==> src/verilog/cache_pkg.sv <==
package cache_pkg;

    // --------------------
    // Geometry and timing.
    localparam int WORDS_PER_BLOCK = 8;
    localparam int MEM_LATENCY     = 4;
    localparam int NUM_SETS        = 32;

    // --------------------
    // Byte address, seen as a raw word or as cache fields.
    typedef struct packed {
        logic [6:0] tag;
        logic [4:0] index;
        logic [2:0] offset;    // Word within the block.
        logic       byte_sel;  // Not used, all accesses are 16-bit words.
    } addr_fields_t;

    typedef union packed {
        logic [15:0]  raw;
        addr_fields_t f;
    } addr_u;

    // --------------------
    // Port and memory bundles.
    typedef struct packed {
        logic        en;
        logic        wr;     // Only the data port ever writes.
        addr_u       addr;
        logic [15:0] wdata;
    } cpu_req_t;

    typedef struct packed {
        logic [15:0] rdata;
        logic        stall;
    } cpu_rsp_t;

    typedef struct packed {
        logic        rd;
        logic        wr;
        addr_u       addr;
        logic [15:0] wdata;
    } mem_req_t;

    // The fill word is the memory read data. Tag and index come from the cache's own request.
    typedef struct packed {
        logic       data_we;
        logic       tag_we;
        logic [2:0] offset;
    } fill_wr_t;

endpackage
==> src/verilog/cache_fill_fsm.sv <==
`timescale 1ns/1ps

module cache_fill_fsm (
    input  logic                clk,
    input  logic                i_arst_n,
    input  logic                i_imiss,
    input  logic                i_dmiss,
    input  cache_pkg::cpu_req_t i_ireq,
    input  cache_pkg::cpu_req_t i_dreq,
    input  logic                i_rvalid,
    output cache_pkg::mem_req_t o_mem_req,
    output cache_pkg::fill_wr_t o_ifill,
    output cache_pkg::fill_wr_t o_dfill,
    output logic                o_istall,
    output logic                o_dstall
);

    localparam int W      = cache_pkg::WORDS_PER_BLOCK;
    localparam int L      = cache_pkg::MEM_LATENCY;
    localparam int STAGES = W + L;
    localparam logic IDLE = 1'b0;
    localparam logic WAIT = 1'b1;

    logic              state_q;
    logic [STAGES-1:1] issue_q;
    logic [STAGES-1:0] stage;       // Stage k is active in cycle k of a fill.
    logic              init;
    logic              new_sel;
    logic              cur_sel;
    logic              addr_sel_q;  // Cache served by the address stream, 1 is the data cache.
    logic              data_sel_q;  // Cache that owns the returning words.
    logic              wr_ok;
    logic              ret_we;
    logic [2:0]        ret_off;
    logic [2:0]        issue_off;
    cache_pkg::addr_u  blk_addr;

    function automatic logic [2:0] onehot_idx(input logic [7:0] oh);
        logic [2:0] idx;
        int         k;
        idx = '0;
        for (k = 0; k < 8; k++) begin
            if (oh[k]) begin
                idx = idx | 3'(k);
            end
        end
        return idx;
    endfunction

    assign stage = {issue_q, init};

    // --------------------
    // Fill start.
    // A fill starts from idle, or at stage W of a running fill when the other cache waits.
    always_comb begin
        init    = 1'b0;
        new_sel = 1'b0;
        if (state_q == IDLE) begin
            init    = i_imiss | i_dmiss;
            new_sel = ~i_imiss;  // Instruction misses go first.
        end else if (issue_q[W]) begin
            new_sel = ~addr_sel_q;
            init    = addr_sel_q ? i_imiss : i_dmiss;
        end
    end

    assign cur_sel   = init ? new_sel : addr_sel_q;
    assign blk_addr  = cur_sel ? i_dreq.addr : i_ireq.addr;
    assign issue_off = onehot_idx(stage[W-1:0]);
    assign wr_ok     = (state_q == IDLE) && !i_imiss && !i_dmiss;

    // --------------------
    // Memory requests.
    always_comb begin
        o_mem_req       = '0;
        o_mem_req.wdata = i_dreq.wdata;
        if (|stage[W-1:0]) begin
            o_mem_req.rd            = 1'b1;
            o_mem_req.addr.f.tag    = blk_addr.f.tag;
            o_mem_req.addr.f.index  = blk_addr.f.index;
            o_mem_req.addr.f.offset = issue_off;
        end
        if (wr_ok && i_dreq.en && i_dreq.wr) begin
            o_mem_req.wr   = 1'b1;  // Write-through, taken only when idle.
            o_mem_req.addr = i_dreq.addr;
        end
    end

    // --------------------
    // Fill strobes.
    assign ret_we  = i_rvalid && (|stage[STAGES-1:L]);
    assign ret_off = onehot_idx(stage[STAGES-1:L]);

    assign o_ifill.data_we = ret_we && !data_sel_q;
    assign o_ifill.tag_we  = stage[STAGES-1] && !data_sel_q;
    assign o_ifill.offset  = ret_off;
    assign o_dfill.data_we = ret_we && data_sel_q;
    assign o_dfill.tag_we  = stage[STAGES-1] && data_sel_q;
    assign o_dfill.offset  = ret_off;

    assign o_istall = i_imiss;
    assign o_dstall = i_dmiss || (i_dreq.en && i_dreq.wr && !wr_ok);

    always_ff @(posedge clk or negedge i_arst_n) begin
        if (!i_arst_n) begin
            state_q    <= IDLE;
            issue_q    <= '0;
            addr_sel_q <= 1'b0;
            data_sel_q <= 1'b0;
        end else begin
            state_q <= (|stage[STAGES-2:0]) ? WAIT : IDLE;
            issue_q <= stage[STAGES-2:0];
            if (init) begin
                addr_sel_q <= new_sel;
            end
            // The data flag follows the address flag once the last word of a block is in.
            if (init && state_q == IDLE) begin
                data_sel_q <= new_sel;
            end else if (stage[STAGES-1]) begin
                data_sel_q <= addr_sel_q;
            end
        end
    end

endmodule

==> config.mk <==
export PLATFORM = sky130hd
export DESIGN_NAME = cache_fill_fsm
export DESIGN_NICKNAME = d
export VERILOG_FILES = /design/src/verilog/cache_pkg.sv /design/src/verilog/cache_fill_fsm.sv
export SDC_FILE = /design/constraint.sdc
export NUM_CORES = 1
export LEC_CHECK = 0
export ABC_CLOCK_PERIOD_IN_PS = 1330
export BUFFER_PORTS_ARGS = -buffer_cell sky130_fd_sc_hd__buf_2
export CAP_MARGIN = 30
export CORE_MARGIN = 2
export CORE_UTILIZATION = 32
export CTS_CLUSTER_DIAMETER = 100
export DETAILED_ROUTE_END_ITERATION = 16
export GPL_TIMING_DRIVEN = 1
export PLACE_DENSITY = 0.73
export SLEW_MARGIN = 10
export SYNTH_ARGS = -nofsm -noshare
export SYNTH_HDL_FRONTEND = slang
export SYNTH_SLANG_ARGS = --single-unit
==> constraint.sdc <==
create_clock -name clk -period 1.33 [get_ports clk]
set_clock_uncertainty 0.05 [all_clocks]
set_input_delay 0.0665 -clock clk [delete_from_list [all_inputs] [get_ports clk]]
set_output_delay 0.0665 -clock clk [all_outputs]
set_load 0.02 [all_outputs]
=== After elaboration in Yosys (flattened, before gate mapping) ===
Cells that the tools add are included.
Widths: inputs -> output; s select.

* Latch bits: 0
* Logic and storage cells: 56
* Memory bits (writable): 0
* Input port bits: 73
* Memories kept: 0
* Bits in registers: 14
* Memory bits (read-only): 0

* Add/sub/neg operators: 0
* Shift operators: 0
* Equality and inequality tests: 0
* Div/mod/pow operators: 0
* Magnitude comparators: 0
* Bitwise operators: 4
* Reductions and logical operators: 21
* Multiply operators: 0
* Muxes and demuxes: 27

{| class="wikitable"
|+ Operators with widths
! kind !! count
|-
| $mux 3 || 8
|-
| $mux 17 || 1
|-
| $mux 16 || 1
|-
| $reduce_or 8->1 || 2
|-
| $mux 15 || 1
|-
| $logic_and 1x1->1 || 12
|-
| $mux 1 || 12
|-
| $reduce_or 11->1 || 1
|-
| $mux 2 || 4
|-
| $logic_not 1->1 || 4
|-
| $not 1->1 || 3
|-
| $reduce_bool 2->1 || 1
|-
| $logic_or 1x1->1 || 1
|-
| $or 1x1->1 || 1
|}

=== Depth between registers and ports, before layout ===
* Word-level depth: 9
* Gate-level depth with buffers: 6
* Depth with buffers taken out: 5

=== Least setup slack after synthesis ===
Ideal clock, no wire load.

* Kind: reg-to-output
* Start point: reg addr_sel_q
* End point: out o_mem_req[20] (netlist name)
* Cell stages (with the launch flop): 5
* Data required time: 1.214 ns
* Buffers on the path: 0
* Arrival time: 1.733 ns
* Slack: -0.519 ns
* Path through: dfrtp_1 > mux2i_1 > o2111ai_2 > nor2_2 > nor4_1

{| class="wikitable"
|+ RTL lines
! element !! line !! text
|-
| start, declared || cache_fill_fsm.sv:30 || <nowiki>logic addr_sel_q;</nowiki>
|-
| start signal, assigned || cache_fill_fsm.sv:114 || <nowiki>addr_sel_q <= new_sel;</nowiki>
|-
| end, declared || cache_fill_fsm.sv:11 || <nowiki>output cache_pkg::mem_req_t o_mem_req,</nowiki>
|}

==> reports/metrics.yaml <==
critical_path:
  start_kind: "register"
  worstSetupPathType: "reg -> out"
  rr_startpoint: "addr_sel_q"
  regToRegSetupSlack_ns: -0.42
  critical_path_buf_inv_count: 3
  path_cells: "and4bb_4, nand2_4, inv_8, nor2_4, buf_12, nor4_4, buf_4"
  critPathMaxStageDelay_ns: 0.44
  cp-end-kind: "output port"
  cp.required_ns: 1.21
  crit_path_top_delay_cell: "dfrtp_1"
  cp_top_family: "simple AND/OR/NAND/NOR gates"
  rr_worst_depth: 4
  critPathArrivalTime_ns: 1.96
  cp_max_fo: 7
  rr_endpoint: "state_q"
placed_design:
  port_buffers: 64
  gp_congestion: 0.761
  hpwl_um: 2750
sta:
  rsz0062_at_grt: "yes"
  hold_slack_ns: 0.0532
  period_share_pct: 156
  slew_viol_final: 0
  slew_headroom_pct: 78.1
  max_freq_mhz: 481
  tightest_slew_ns: 0.319
  hold_viol: 0
  finalSetupViolations: 29
  period_minus_slack_ns: 2.08
  fin_ws_ns: -0.747
run:
  max_cap_violations: 0
floorplanning:
  fp.dieW_um: 64.3
  ioPinCount: 119
  initial_utilization_pct: 34.0
  dieArea_mm2: 0.00413
  die_h_um: 64.3
  coreArea_mm2: 0.00342
  fp-row-count: 21
route:
  ant_nets: 0
  dr.pass1.iters: 4
  routed_via_density: 5.46
  routed_wl_um: 5090
  drt_iter0_drc: 92
  routedWlPerCell_um: 18.8
  post-route-drc-count: 0
  route.vias.total: 1473
clock_tree:
  worstSkewPairLatency_ns: 0.28
  cts_tree: "built"
  cts_buffers: 3
  cts.sinks: 14
  cts.clk_slew.worst_paths_ns: 0.09
  cts_root_buf: "clkbuf_4"
  clockBufferDepth: 2
  cts.htree.levels: 1
cells_and_area:
  post-route-util_pct: 71.5
  layout_common_cells: "40 x buf_2, 40 x buf_4, 26 x buf_6, 14 x dfrtp_1"
  final_layout_size_suffix_gt1_share_pct: 80.4
  fill_cells: 212
  n_antenna_cell: 0
  nNetsFinal: 298
  area_growth_pct: 110
power_and_ir_drop:
  pwr-share-comb_pct: 84.9
  p_sw_share_pct: 45.5
  ir_drop_uv: 1360
  intPower_mw: 3.90
  clkPwrFrac_pct: 4.3
  p_leak_nw: 1.12
  p_per_area_mw_per_mm2: 2930
  p_seq_share_pct: 10.8
  switchingPower_mw: 3.25
worst_hold_path:
  hold_path_startpoint: "i_dmiss"
  holdPathStages: 3
  hold_end: "issue_q[1]"
  hold_path.class: "in -> reg"
logic_synthesis:
  synth.distinct_cells: 32
  synth-edff-count: 0
  synth_cells: 133
  synthFlopType: "dfrtp_1"
  yosysSeqAreaShare_pct: 30.1
  async_reset_ff_share_pct: 100
  synth.avg_cell_area_um2: 8.74
  syn_nets: 206
  syn_area_mm2: 0.00116
  ys_warn_count: 0
  ys_ff_latch: 14
global_routing:
  antenna_found_initial: 0
  track_usage_pct: 20.6
  gr-total-overflow: 0
  grt_pass1_vias: 1415
  grt_pass1_wl_um: 6780
  grt_max_degree: 18
outcome:
  violations: "setup timing"
  status: "finished, violations left"
## worst max-delay path by stage
stage | start | to | slack [ns] | cells after the start
after floorplan | addr_sel_q | o_mem_req[22] | -0.35 | 5
after global placement | issue_q[4] | o_mem_req[21] | -0.85 | 5
after detailed placement | issue_q[4] | o_mem_req[31] | -0.62 | 6
after CTS | state_q | o_mem_req[27] | -0.65 | 7
after global routing | state_q | o_mem_req[20] | -0.81 | 7
final | state_q | o_mem_req[31] | -0.75 | 7
## power by group through the flow
| stage | clock network, mW | registers, mW | logic [mW] |
|---|---|---|---|
| finish | 0.309 | 0.773 | 6.07 |
| global route | 0.338 | 0.796 | 6.32 |
| CTS | 0.304 | 0.731 | 5.20 |
| detailed placement | 0 | 0.720 | 4.22 |
| global placement | 0 | 0.717 | 4.09 |
| floorplan | 0 | 0.756 | 2.87 |
## registers in the layout, summed over array words and instances (netlist names)
register    flops
addr_sel_q      1
data_sel_q      1
issue_q        11
state_q         1
## stage by stage
| step | TNS, ns | setup WS [ns] | total power, mW | instance area, um2 | cells |
|---|---|---|---|---|---|
| 2_1_floorplan | -4.58 | -0.353 | 3.62 | 1340 | 133 |
| 5_1_grt | -16.54 | -0.808 | 7.46 | 2440 | 270 |
| 3_3_place_gp | -10.86 | -0.849 | 4.81 | 1770 | 247 |
| 3_5_place_dp | -8.25 | -0.622 | 4.94 | 1780 | 248 |
| 6_report | -14.77 | -0.747 | 7.15 | 2440 | 270 |
| 4_1_cts | -12.99 | -0.652 | 6.24 | 2180 | 262 |
## layout make-up
| type | instances | area [um2] | area share [%] |
|---|---|---|---|
| clock buffer | 4 | 36.3 | 1.49 |
| tap | 46 | 57.6 | 2.36 |
| inverter | 6 | 30.0 | 1.23 |
| sequential | 14 | 350 | 14.3 |
| timing repair buffer | 114 | 948 | 38.8 |
| multi-input combinational | 86 | 1020 | 41.8 |
## timing repair
| action | 4_1_cts | 5_1_grt |
|---|---|---|
| setup buffers | 9 | 8 |
| resized for setup | 69 | 34 |
| pin swaps | 7 | 21 |
| setup endpoints to repair | 28 | 28 |
| cloned | 0 | 2 |
| hold endpoints to repair | 14 | 0 |
| hold buffers | 1 | 0 |
## cell families after synthesis
logic type      after synthesis  synth area share [%]
flops                        14                  30.1
buf+inv                      33                  19.1
simple gates                 59                  33.5
mux                           2                  1.83
compound gates               25                  15.5
## worst register-to-register path, stage by stage, from the launching register on
cell and delay [ns]:
dfrtp_1 0.40, mux2i_1 0.35, o2111ai_2 0.21, buf_4 0.19, or4_1 0.42
## routing by layer
metal | vias up | track usage, % | share of wire [%]
met5 | - | 0 | 0
met2 | 82 | 35.5 | 55
met3 | 30 | 2.46 | 5.5
met4 | 0 | 7.98 | 3.8
li1 | 648 | - | -
met1 | 713 | 26.2 | 36
## synthesized netlist by cell type (all sizes together), types with 2 or more instances
cell type   n  area, um2
dfrtp      14        350
nor3       13       65.1
inv         5       18.8
buf        24        183
nand2       3       18.8
a211oi     12       90.1
and2        2       12.5
nor4       14        150
or4         5       37.5
o21ai       2       10.0
a21oi       4       20.0
clkbuf      3       11.3
nor2       18       70.1
(Power assumes the default switching activity.)
