[config.mk]
export PLATFORM = sky130hd
export DESIGN_NAME = direct_cache
export DESIGN_NICKNAME = d
export VERILOG_FILES = /design/src/verilog/cache_pkg.sv /design/src/verilog/direct_cache.sv
export SDC_FILE = /design/constraint.sdc
export NUM_CORES = 2
export LEC_CHECK = 0
export BUFFER_PORTS_ARGS = -buffer_cell sky130_fd_sc_hd__buf_2
export CORE_MARGIN = 2
export CORE_UTILIZATION = 50
export CTS_CLUSTER_DIAMETER = 120
export CTS_CLUSTER_SIZE = 16
export DETAILED_ROUTE_END_ITERATION = 10
export MAX_ROUTING_LAYER = met4
export PLACE_DENSITY = 0.65
export SETUP_SLACK_MARGIN = 0.15
export SLEW_MARGIN = 40
export SYNTH_ARGS = -nofsm -noshare
export SYNTH_HDL_FRONTEND = slang
export SYNTH_MEMORY_MAX_BITS = 65536
export SYNTH_SLANG_ARGS = --single-unit
[constraint.sdc]
create_clock -name clk -period 6 [get_ports clk]
set_clock_uncertainty 0.1 [all_clocks]
set_input_delay 0 -clock clk [delete_from_list [all_inputs] [get_ports clk]]
set_output_delay 0 -clock clk [all_outputs]
set_load 0.01 [all_outputs]
[src/verilog/cache_pkg.sv]
package cache_pkg;

    // --------------------
    // Geometry and timing.
    localparam int WORDS_PER_BLOCK = 8;
    localparam int MEM_LATENCY     = 4;
    localparam int NUM_SETS        = 32;

    // --------------------
    // Byte address, seen as a raw word or as cache fields.
    typedef struct packed {
        logic [6:0] tag;
        logic [4:0] index;
        logic [2:0] offset;    // Word within the block.
        logic       byte_sel;  // Not used, all accesses are 16-bit words.
    } addr_fields_t;

    typedef union packed {
        logic [15:0]  raw;
        addr_fields_t f;
    } addr_u;

    // --------------------
    // Port and memory bundles.
    typedef struct packed {
        logic        en;
        logic        wr;     // Only the data port ever writes.
        addr_u       addr;
        logic [15:0] wdata;
    } cpu_req_t;

    typedef struct packed {
        logic [15:0] rdata;
        logic        stall;
    } cpu_rsp_t;

    typedef struct packed {
        logic        rd;
        logic        wr;
        addr_u       addr;
        logic [15:0] wdata;
    } mem_req_t;

    // The fill word is the memory read data. Tag and index come from the cache's own request.
    typedef struct packed {
        logic       data_we;
        logic       tag_we;
        logic [2:0] offset;
    } fill_wr_t;

endpackage
[src/verilog/direct_cache.sv]
`timescale 1ns/1ps

module direct_cache (
    input  logic                clk,
    input  logic                i_arst_n,
    input  cache_pkg::cpu_req_t i_req,
    input  cache_pkg::fill_wr_t i_fill,
    input  logic [15:0]         i_fill_data,
    output logic [15:0]         o_rdata,
    output logic                o_miss
);

    localparam int SETS  = cache_pkg::NUM_SETS;
    localparam int WORDS = SETS * cache_pkg::WORDS_PER_BLOCK;

    logic [6:0]      tag_mem  [SETS];
    logic [SETS-1:0] valid_q;
    logic [15:0]     data_mem [WORDS];
    logic [4:0]      idx;
    logic [7:0]      rd_word;
    logic [7:0]      fill_word;
    logic            hit;

    assign idx       = i_req.addr.f.index;
    assign rd_word   = {idx, i_req.addr.f.offset};
    assign fill_word = {idx, i_fill.offset};

    assign hit     = valid_q[idx] && (tag_mem[idx] == i_req.addr.f.tag);
    assign o_miss  = i_req.en && !i_req.wr && !hit;  // Writes never allocate.
    assign o_rdata = data_mem[rd_word];

    // --------------------
    // Tag and valid arrays.
    always_ff @(posedge clk) begin
        if (i_fill.tag_we) begin
            tag_mem[idx] <= i_req.addr.f.tag;
        end
    end

    always_ff @(posedge clk or negedge i_arst_n) begin
        if (!i_arst_n) begin
            valid_q <= '0;
        end else if (i_fill.tag_we) begin
            valid_q[idx] <= 1'b1;
        end
    end

    // --------------------
    // Data array.
    always_ff @(posedge clk) begin
        if (i_fill.data_we) begin
            data_mem[fill_word] <= i_fill_data;
        end else if (i_req.en && i_req.wr && hit) begin
            data_mem[rd_word] <= i_req.wdata;  // Write hit keeps the line in step with memory.
        end
    end

endmodule

==> Word-level counts from Yosys, hierarchy flattened <==
Memory sizes are Yosys's and may differ from the RTL's.
Index checks and enable logic that the tools add are counted.
{ "classes": {"n_bitwise": 1, "n_eq_ne": 1, "muxes": 14, "magnitude_cmp": 2, "reduce_logical": 9} }
{ "ops": {"columns": ["op", "count"], "rows": [
  ["bitwise OR 32 bit", 1],
  ["2-to-1 mux 16 bit", 1],
  ["OR reduction 16 bit", 1],
  ["2-to-1 mux 1 bit", 10],
  ["2-to-1 mux 8 bit", 1],
  ["== test 7 bit", 1],
  ["logical AND 1 bit", 6],
  ["less-than comparator 5 x 6 -> 1 bit (second input constant)", 1],
  ["binary-select mux 1 bit (select 5 bit)", 1],
  ["demux 1 bit (select 5 bit)", 1],
  [">= comparator 5 x 1 -> 1 bit (second input constant)", 1],
  ["zero test 1 bit", 2]
]} }
{ "word_totals": {"memories": 2, "in_bits": 57, "wordCells": 30, "ff_bits": 32, "mem_bits_rw": 4320} }
{ "memory_table": {"columns": ["memory", "words", "width", "read_ports", "rd_clocked_by_memory_dff", "write_ports", "line", "source"], "rows": [
  ["data_mem", 256, 16, 1, 0, 1, "direct_cache.sv:18", "logic [15:0] data_mem [WORDS];"],
  ["tag_mem", 32, 7, 1, 0, 1, "direct_cache.sv:16", "logic [6:0] tag_mem [SETS];"]
]} }

==> Longest topological paths before layout <==
{ "logic_depth": {"word_depth": 9, "depth_mapped": 16} }

==> Worst setup path after synthesis <==
Ideal clock, no wire load.
{ "synth_path": {"path_kind": "input-to-reg", "start": "input i_req[21] (netlist name)", "end": "memory data_mem[0][10] (data pin)", "arrival_ns": 4.629, "setup_slack_ns": 0.716, "path_buffers": 4, "stages": 11, "setup_ns": 0.556, "path_cell_list": "clkbuf_1 buf_1 mux2i_1 o22ai_1 or4_1 or3_4 a2111oi_4 nand4_2 buf_4 buf_2 mux2_2"} }
{ "synth_via": {"elab_chain_len": 9, "word_cells_on_any_way": 11, "cone_classes": "eq/ne (1); mux (6); reduce/logical (3); memory (1)"} }
{ "synth_rtl": {"columns": ["element", "line", "source"], "rows": [
  ["from (decl)", "direct_cache.sv:6", "input cache_pkg::cpu_req_t i_req,"],
  ["memory read (32 x 7 bit) or binary-select mux 1 bit (select 5 bit) (tied branches)", null, null],
  ["== test 7 bit or 2-to-1 mux 1 bit (tied branches)", "direct_cache.sv:28", "assign hit = valid_q[idx] && (tag_mem[idx] == i_req.addr.f.tag);"],
  ["logical AND 1 bit *", "direct_cache.sv:28", null],
  ["logical AND 1 bit *", "direct_cache.sv:53", "end else if (i_req.en && i_req.wr && hit) begin"],
  ["2-to-1 mux 1 bit *", "direct_cache.sv:53", null],
  ["2-to-1 mux 1 bit *", "direct_cache.sv:51", "if (i_fill.data_we) begin"],
  ["2-to-1 mux 1 bit (not written as such) *", "direct_cache.sv:54", "data_mem[rd_word] <= i_req.wdata;"],
  ["OR reduction 16 bit (no line) *", null, null],
  ["2-to-1 mux 16 bit (no line) *", null, null],
  ["to (decl)", "direct_cache.sv:18", null]
]} }
Every way passes the cells marked *; elsewhere a longest branch is shown, timed or not. The select of a mux whose other input is x is not followed.

==> Worst setup path in the final report <==
{ "layout_path": {"start": "memory tag_mem[18][2]", "end": "memory data_mem[222][3] (data pin)"} }
{ "layout_via": {"elab_chain_len": 9} }
{ "layout_rtl": {"columns": ["element", "line"], "rows": [
  ["from (decl)", "direct_cache.sv:16"],
  ["memory read (32 x 7 bit)", null],
  ["== test 7 bit", "direct_cache.sv:28"],
  ["logical AND 1 bit", "direct_cache.sv:28"],
  ["logical AND 1 bit", "direct_cache.sv:53"],
  ["2-to-1 mux 1 bit", "direct_cache.sv:53"],
  ["2-to-1 mux 1 bit", "direct_cache.sv:51"],
  ["2-to-1 mux 1 bit (not written as such)", "direct_cache.sv:54"],
  ["OR reduction 16 bit (no line)", null],
  ["2-to-1 mux 16 bit (no line)", null]
]} }
No other way between the ends.

==> results.txt <==
Status -> completed
Post-synth top flop -> edfxtp_1
Switching share of total power -> 0.216
Combinational share of power -> 0.066
Post-synth EDFFs -> 4320
Endpoint, Worst Hold -> tag_mem[15][4]
Critical-path top delay cell -> dlygate4sd3_1
Share of the synthesized area in the top cell type -> 0.774
Synth area leaders -> edfxtp_1 (77%), mux4_2 (16%), mux2i_1 (1.9%), nor3_1 (0.81%), o22ai_1 (0.60%)
Yosys warns -> 0
Synth Register Bits -> 4352
Reg2reg path depth -> 12
Num rows -> 212
Leak pwr -> 58.7 nW
Worst path most repeated cell -> buf_16
# setup viols final -> 0
Max frequency -> 0.188 GHz
Largest net degree at the start of global routing -> 99
# DRC -> 0
Tmin final -> 5.33 ns
Antenna viol nets, final -> 0
Crit path required time -> 6.50 ns
Worst setup path category -> flip-flop to flip-flop
Count leader, synth -> edfxtp_1
Critical path peak fanout -> 62
Setup ws final -> 0.669 ns
Crit path max-delay family -> buffers and inverters
P_int -> 44.3 mW
Slowest stage delay, CP -> 0.70 ns
PortBufs -> 72
Drt pass-1 iters -> 5
P per Cell Area -> 299 nW/um^2
Max VDD drop -> 0.219 mV
Initial Utilization -> 0.503
Share of layout cells above drive strength 1 -> 0.341
Area after DPL -> 180000 um^2
GPL Wtd Cong -> 0.880
Reg power frac -> 0.593
Die ar. -> 340000 um^2
CP Buf/Inv Count -> 5
Final wirelength -> 425 mm
Final hold violations -> 0
Maxcap violations -> 0
Final Cell Area -> 189000 um^2
Number of global-route vias before repair -> 79300
TritonCTS clock tree -> yes
Net switching power -> 12.2 mW
TNS Setup -> 0 ns
Core area -> 333000 um^2
Vias per cell -> 6.50
Dpl hpwl -> 260 mm
CTS resizes -> 0
Most frequent cells after synthesis -> edfxtp_1 (4320), mux4_2 (1224), mux2i_1 (318)
Clock sink count -> 4352
Relative slew margins -> 0.361
Fin crit share -> 0.888
Reg2reg setup slack -> 0.67 ns
CTS buffer count -> 310
Critical R2R Capture -> data_mem[222][3]
Area Growth Syn to Fin -> 12.6%
CP Cell Sequence -> mux2i_1 -> o22ai_1 -> or4_1 -> or3_1 -> a22oi_1 -> buf_4 -> nand4_4 -> buf_12 -> mux2_8 -> dlygate4sd3_1 -> buf_16 -> buf_16
Vias -> 79500
Tot GR Track Use -> 0.258
Area leader, netlist -> edfxtp_1
Die Ht -> 583 um
Worst r2r src -> tag_mem[18][2]
Min-delay src -> i_req[29]
Crit path launch type -> flip-flop
Clock power share -> 0.341
Register area share after synthesis -> 0.779
Unrepaired setup endpoints after global routing -> false
Mapped Area -> 168000 um^2
Wire per inst -> 34.8 um
H-tree levels -> 5
Pre-CTS setup slack -> 0.450 ns
Syn avg cell area -> 23.6 um^2
Arrival @ worst endpoint -> 5.83 ns
CTS Root Cell -> clkbuf_16
Pins Over Slew Limit -> 0
Clock Pin Slew Worst Setup and Hold Paths -> 0.07 ns
Hold depth -> 2
Post-Synthesis Cells -> 7101
Post-synth cell types -> 61
Global-route wire length before repair -> 601 mm
Clock latency reported for the late side of the worst-skew pair -> 0.95 ns
IO Pins -> 74
Die Span X -> 583 um
CP endpoint kind -> flip-flop
Ys async rst share -> 0.00735
Initial antenna violation count -> 19
Clk buf depth -> 4
Syn nets -> 7158
Worst-margin pin slew -> 0.959 ns
Min-Delay Path Class -> input port to flip-flop
Gr ovfl total -> 0
Iter 0 DRT Violations -> 11000
Layout net count -> 7837
[power groups by stage]
stage / Sequential [mW] / Clock [mW] / Combinational [mW]
after floorplan: 34.3 / 0 / 1.95
after global placement: 34.2 / 0 / 3.54
after detailed placement: 34.2 / 0 / 3.63
after CTS: 33.5 / 19.6 / 3.71
after global routing: 33.5 / 20.6 / 3.82
final: 33.5 / 19.3 / 3.70
[how the worst max path moves through the flow]
stage / from / endpoint / slack (ns) / depth (start not counted)
global placement: i_req[21] / data_mem[39][3] / 0.42 / 12
floorplan: i_req[21] / data_mem[0][10] / 0.72 / 11
global route: tag_mem[18][1] / data_mem[6][3] / 0.42 / 11
finish: tag_mem[18][2] / data_mem[222][3] / 0.67 / 12
CTS: tag_mem[18][1] / data_mem[25][6] / 0.22 / 9
detailed placement: i_req[21] / data_mem[74][14] / 0.45 / 13
[timing repair]
| action | in CTS | in global routing |
|---|---|---|
| setup buffers | 0 | 0 |
| hold buffers | 62 | 0 |
| endpoints found under the hold margin | 1638 | 0 |
[cell families (layout without fill, tap and decap cells)]
logic type	Yosys count	count (layout)	synth area share
AND/OR/NAND/NOR	503	503	0.0157
AO/OA/AOI/OAI	240	240	0.00929
buffers and inverters	443	1171	0.0112
flip-flops	4352	4352	0.779
other	0	14	0
multiplexers	1563	1563	0.185
[cell type report]
class	count	area, um^2
Antenna cell	14	35.0
Clock buffer	338	7990
Fill cell	23600	145000
Multi-Input combinational cell	2306	36800
Timing Repair Buffer	808	7550
Tap cell	4387	5490
Inverter	2	15.0
Sequential cell	4352	131000
Clock inverter	23	299
[through the flow]
step / cells / util / total power [mW] / hold WS [ns]
floorplan: 7101 / - / 36.2 / -0.396
detailed placement: 11800 / 0.539 / 37.9 / -0.0934
global route: 12200 / 0.566 / 58.0 / 0.109
CTS: 12200 / 0.566 / 56.8 / 0.0430
finish: 12200 / 0.566 / 56.5 / 0.106
global placement: 11800 / 0.538 / 37.8 / 0.0535
[metal layers]
layer | GRT usage | routed length (um)
met1 | 0.361 | 167000
met2 | 0.400 | 206000
met3 | 0.0343 | 36200
met4 | 0.0814 | 15400
met5 | - | 0
[layout by cell type, fill, tap and decap left out, types with 6 or more instances in the layout]
master         synthesis  layout
a21oi_1               26      26
buf_12                 0      92
buf_16                 0      17
buf_2                130      68
buf_4                 12     577
buf_8                  0       6
clkbuf_1             190      22
clkbuf_16              0     316
clkinv_8               0       6
dfrtp_1               32      32
diode_2                0      14
dlygate4sd3_1          0      48
edfxtp_1            4320    4320
inv_6                  0      11
mux2_8                 0      17
mux2i_1              318     309
mux2i_2                2       8
mux4_2              1224    1224
nand2_1               56      54
nand3b_1               6       6
nand4bb_1              6       6
nor2_1                67      62
nor2b_1                7       7
nor3_1               270      13
nor3_2                 0     257
nor4_1                 8       8
o21ai_0               21      18
o22ai_1              162     162
or2_2                 34      34
or4_1                 11      11
[worst register-to-register path, delay by kind of cell, from the launching register on]
| kind | cells | cell delay (ns) |
|---|---|---|
| and+or+nand+nor | 3 | 1.26 |
| DFF | 1 | 0.38 |
| buffers and inverters | 5 | 1.96 |
| muxes | 2 | 0.76 |
| AOI/OAI and AO/OA | 2 | 0.49 |
[sequential cells by signal (all words and copies together) (netlist names)]
register	cells
data_mem	4096
tag_mem	224
valid_q	32
Note: power is estimated with default switching activity, not from simulation.
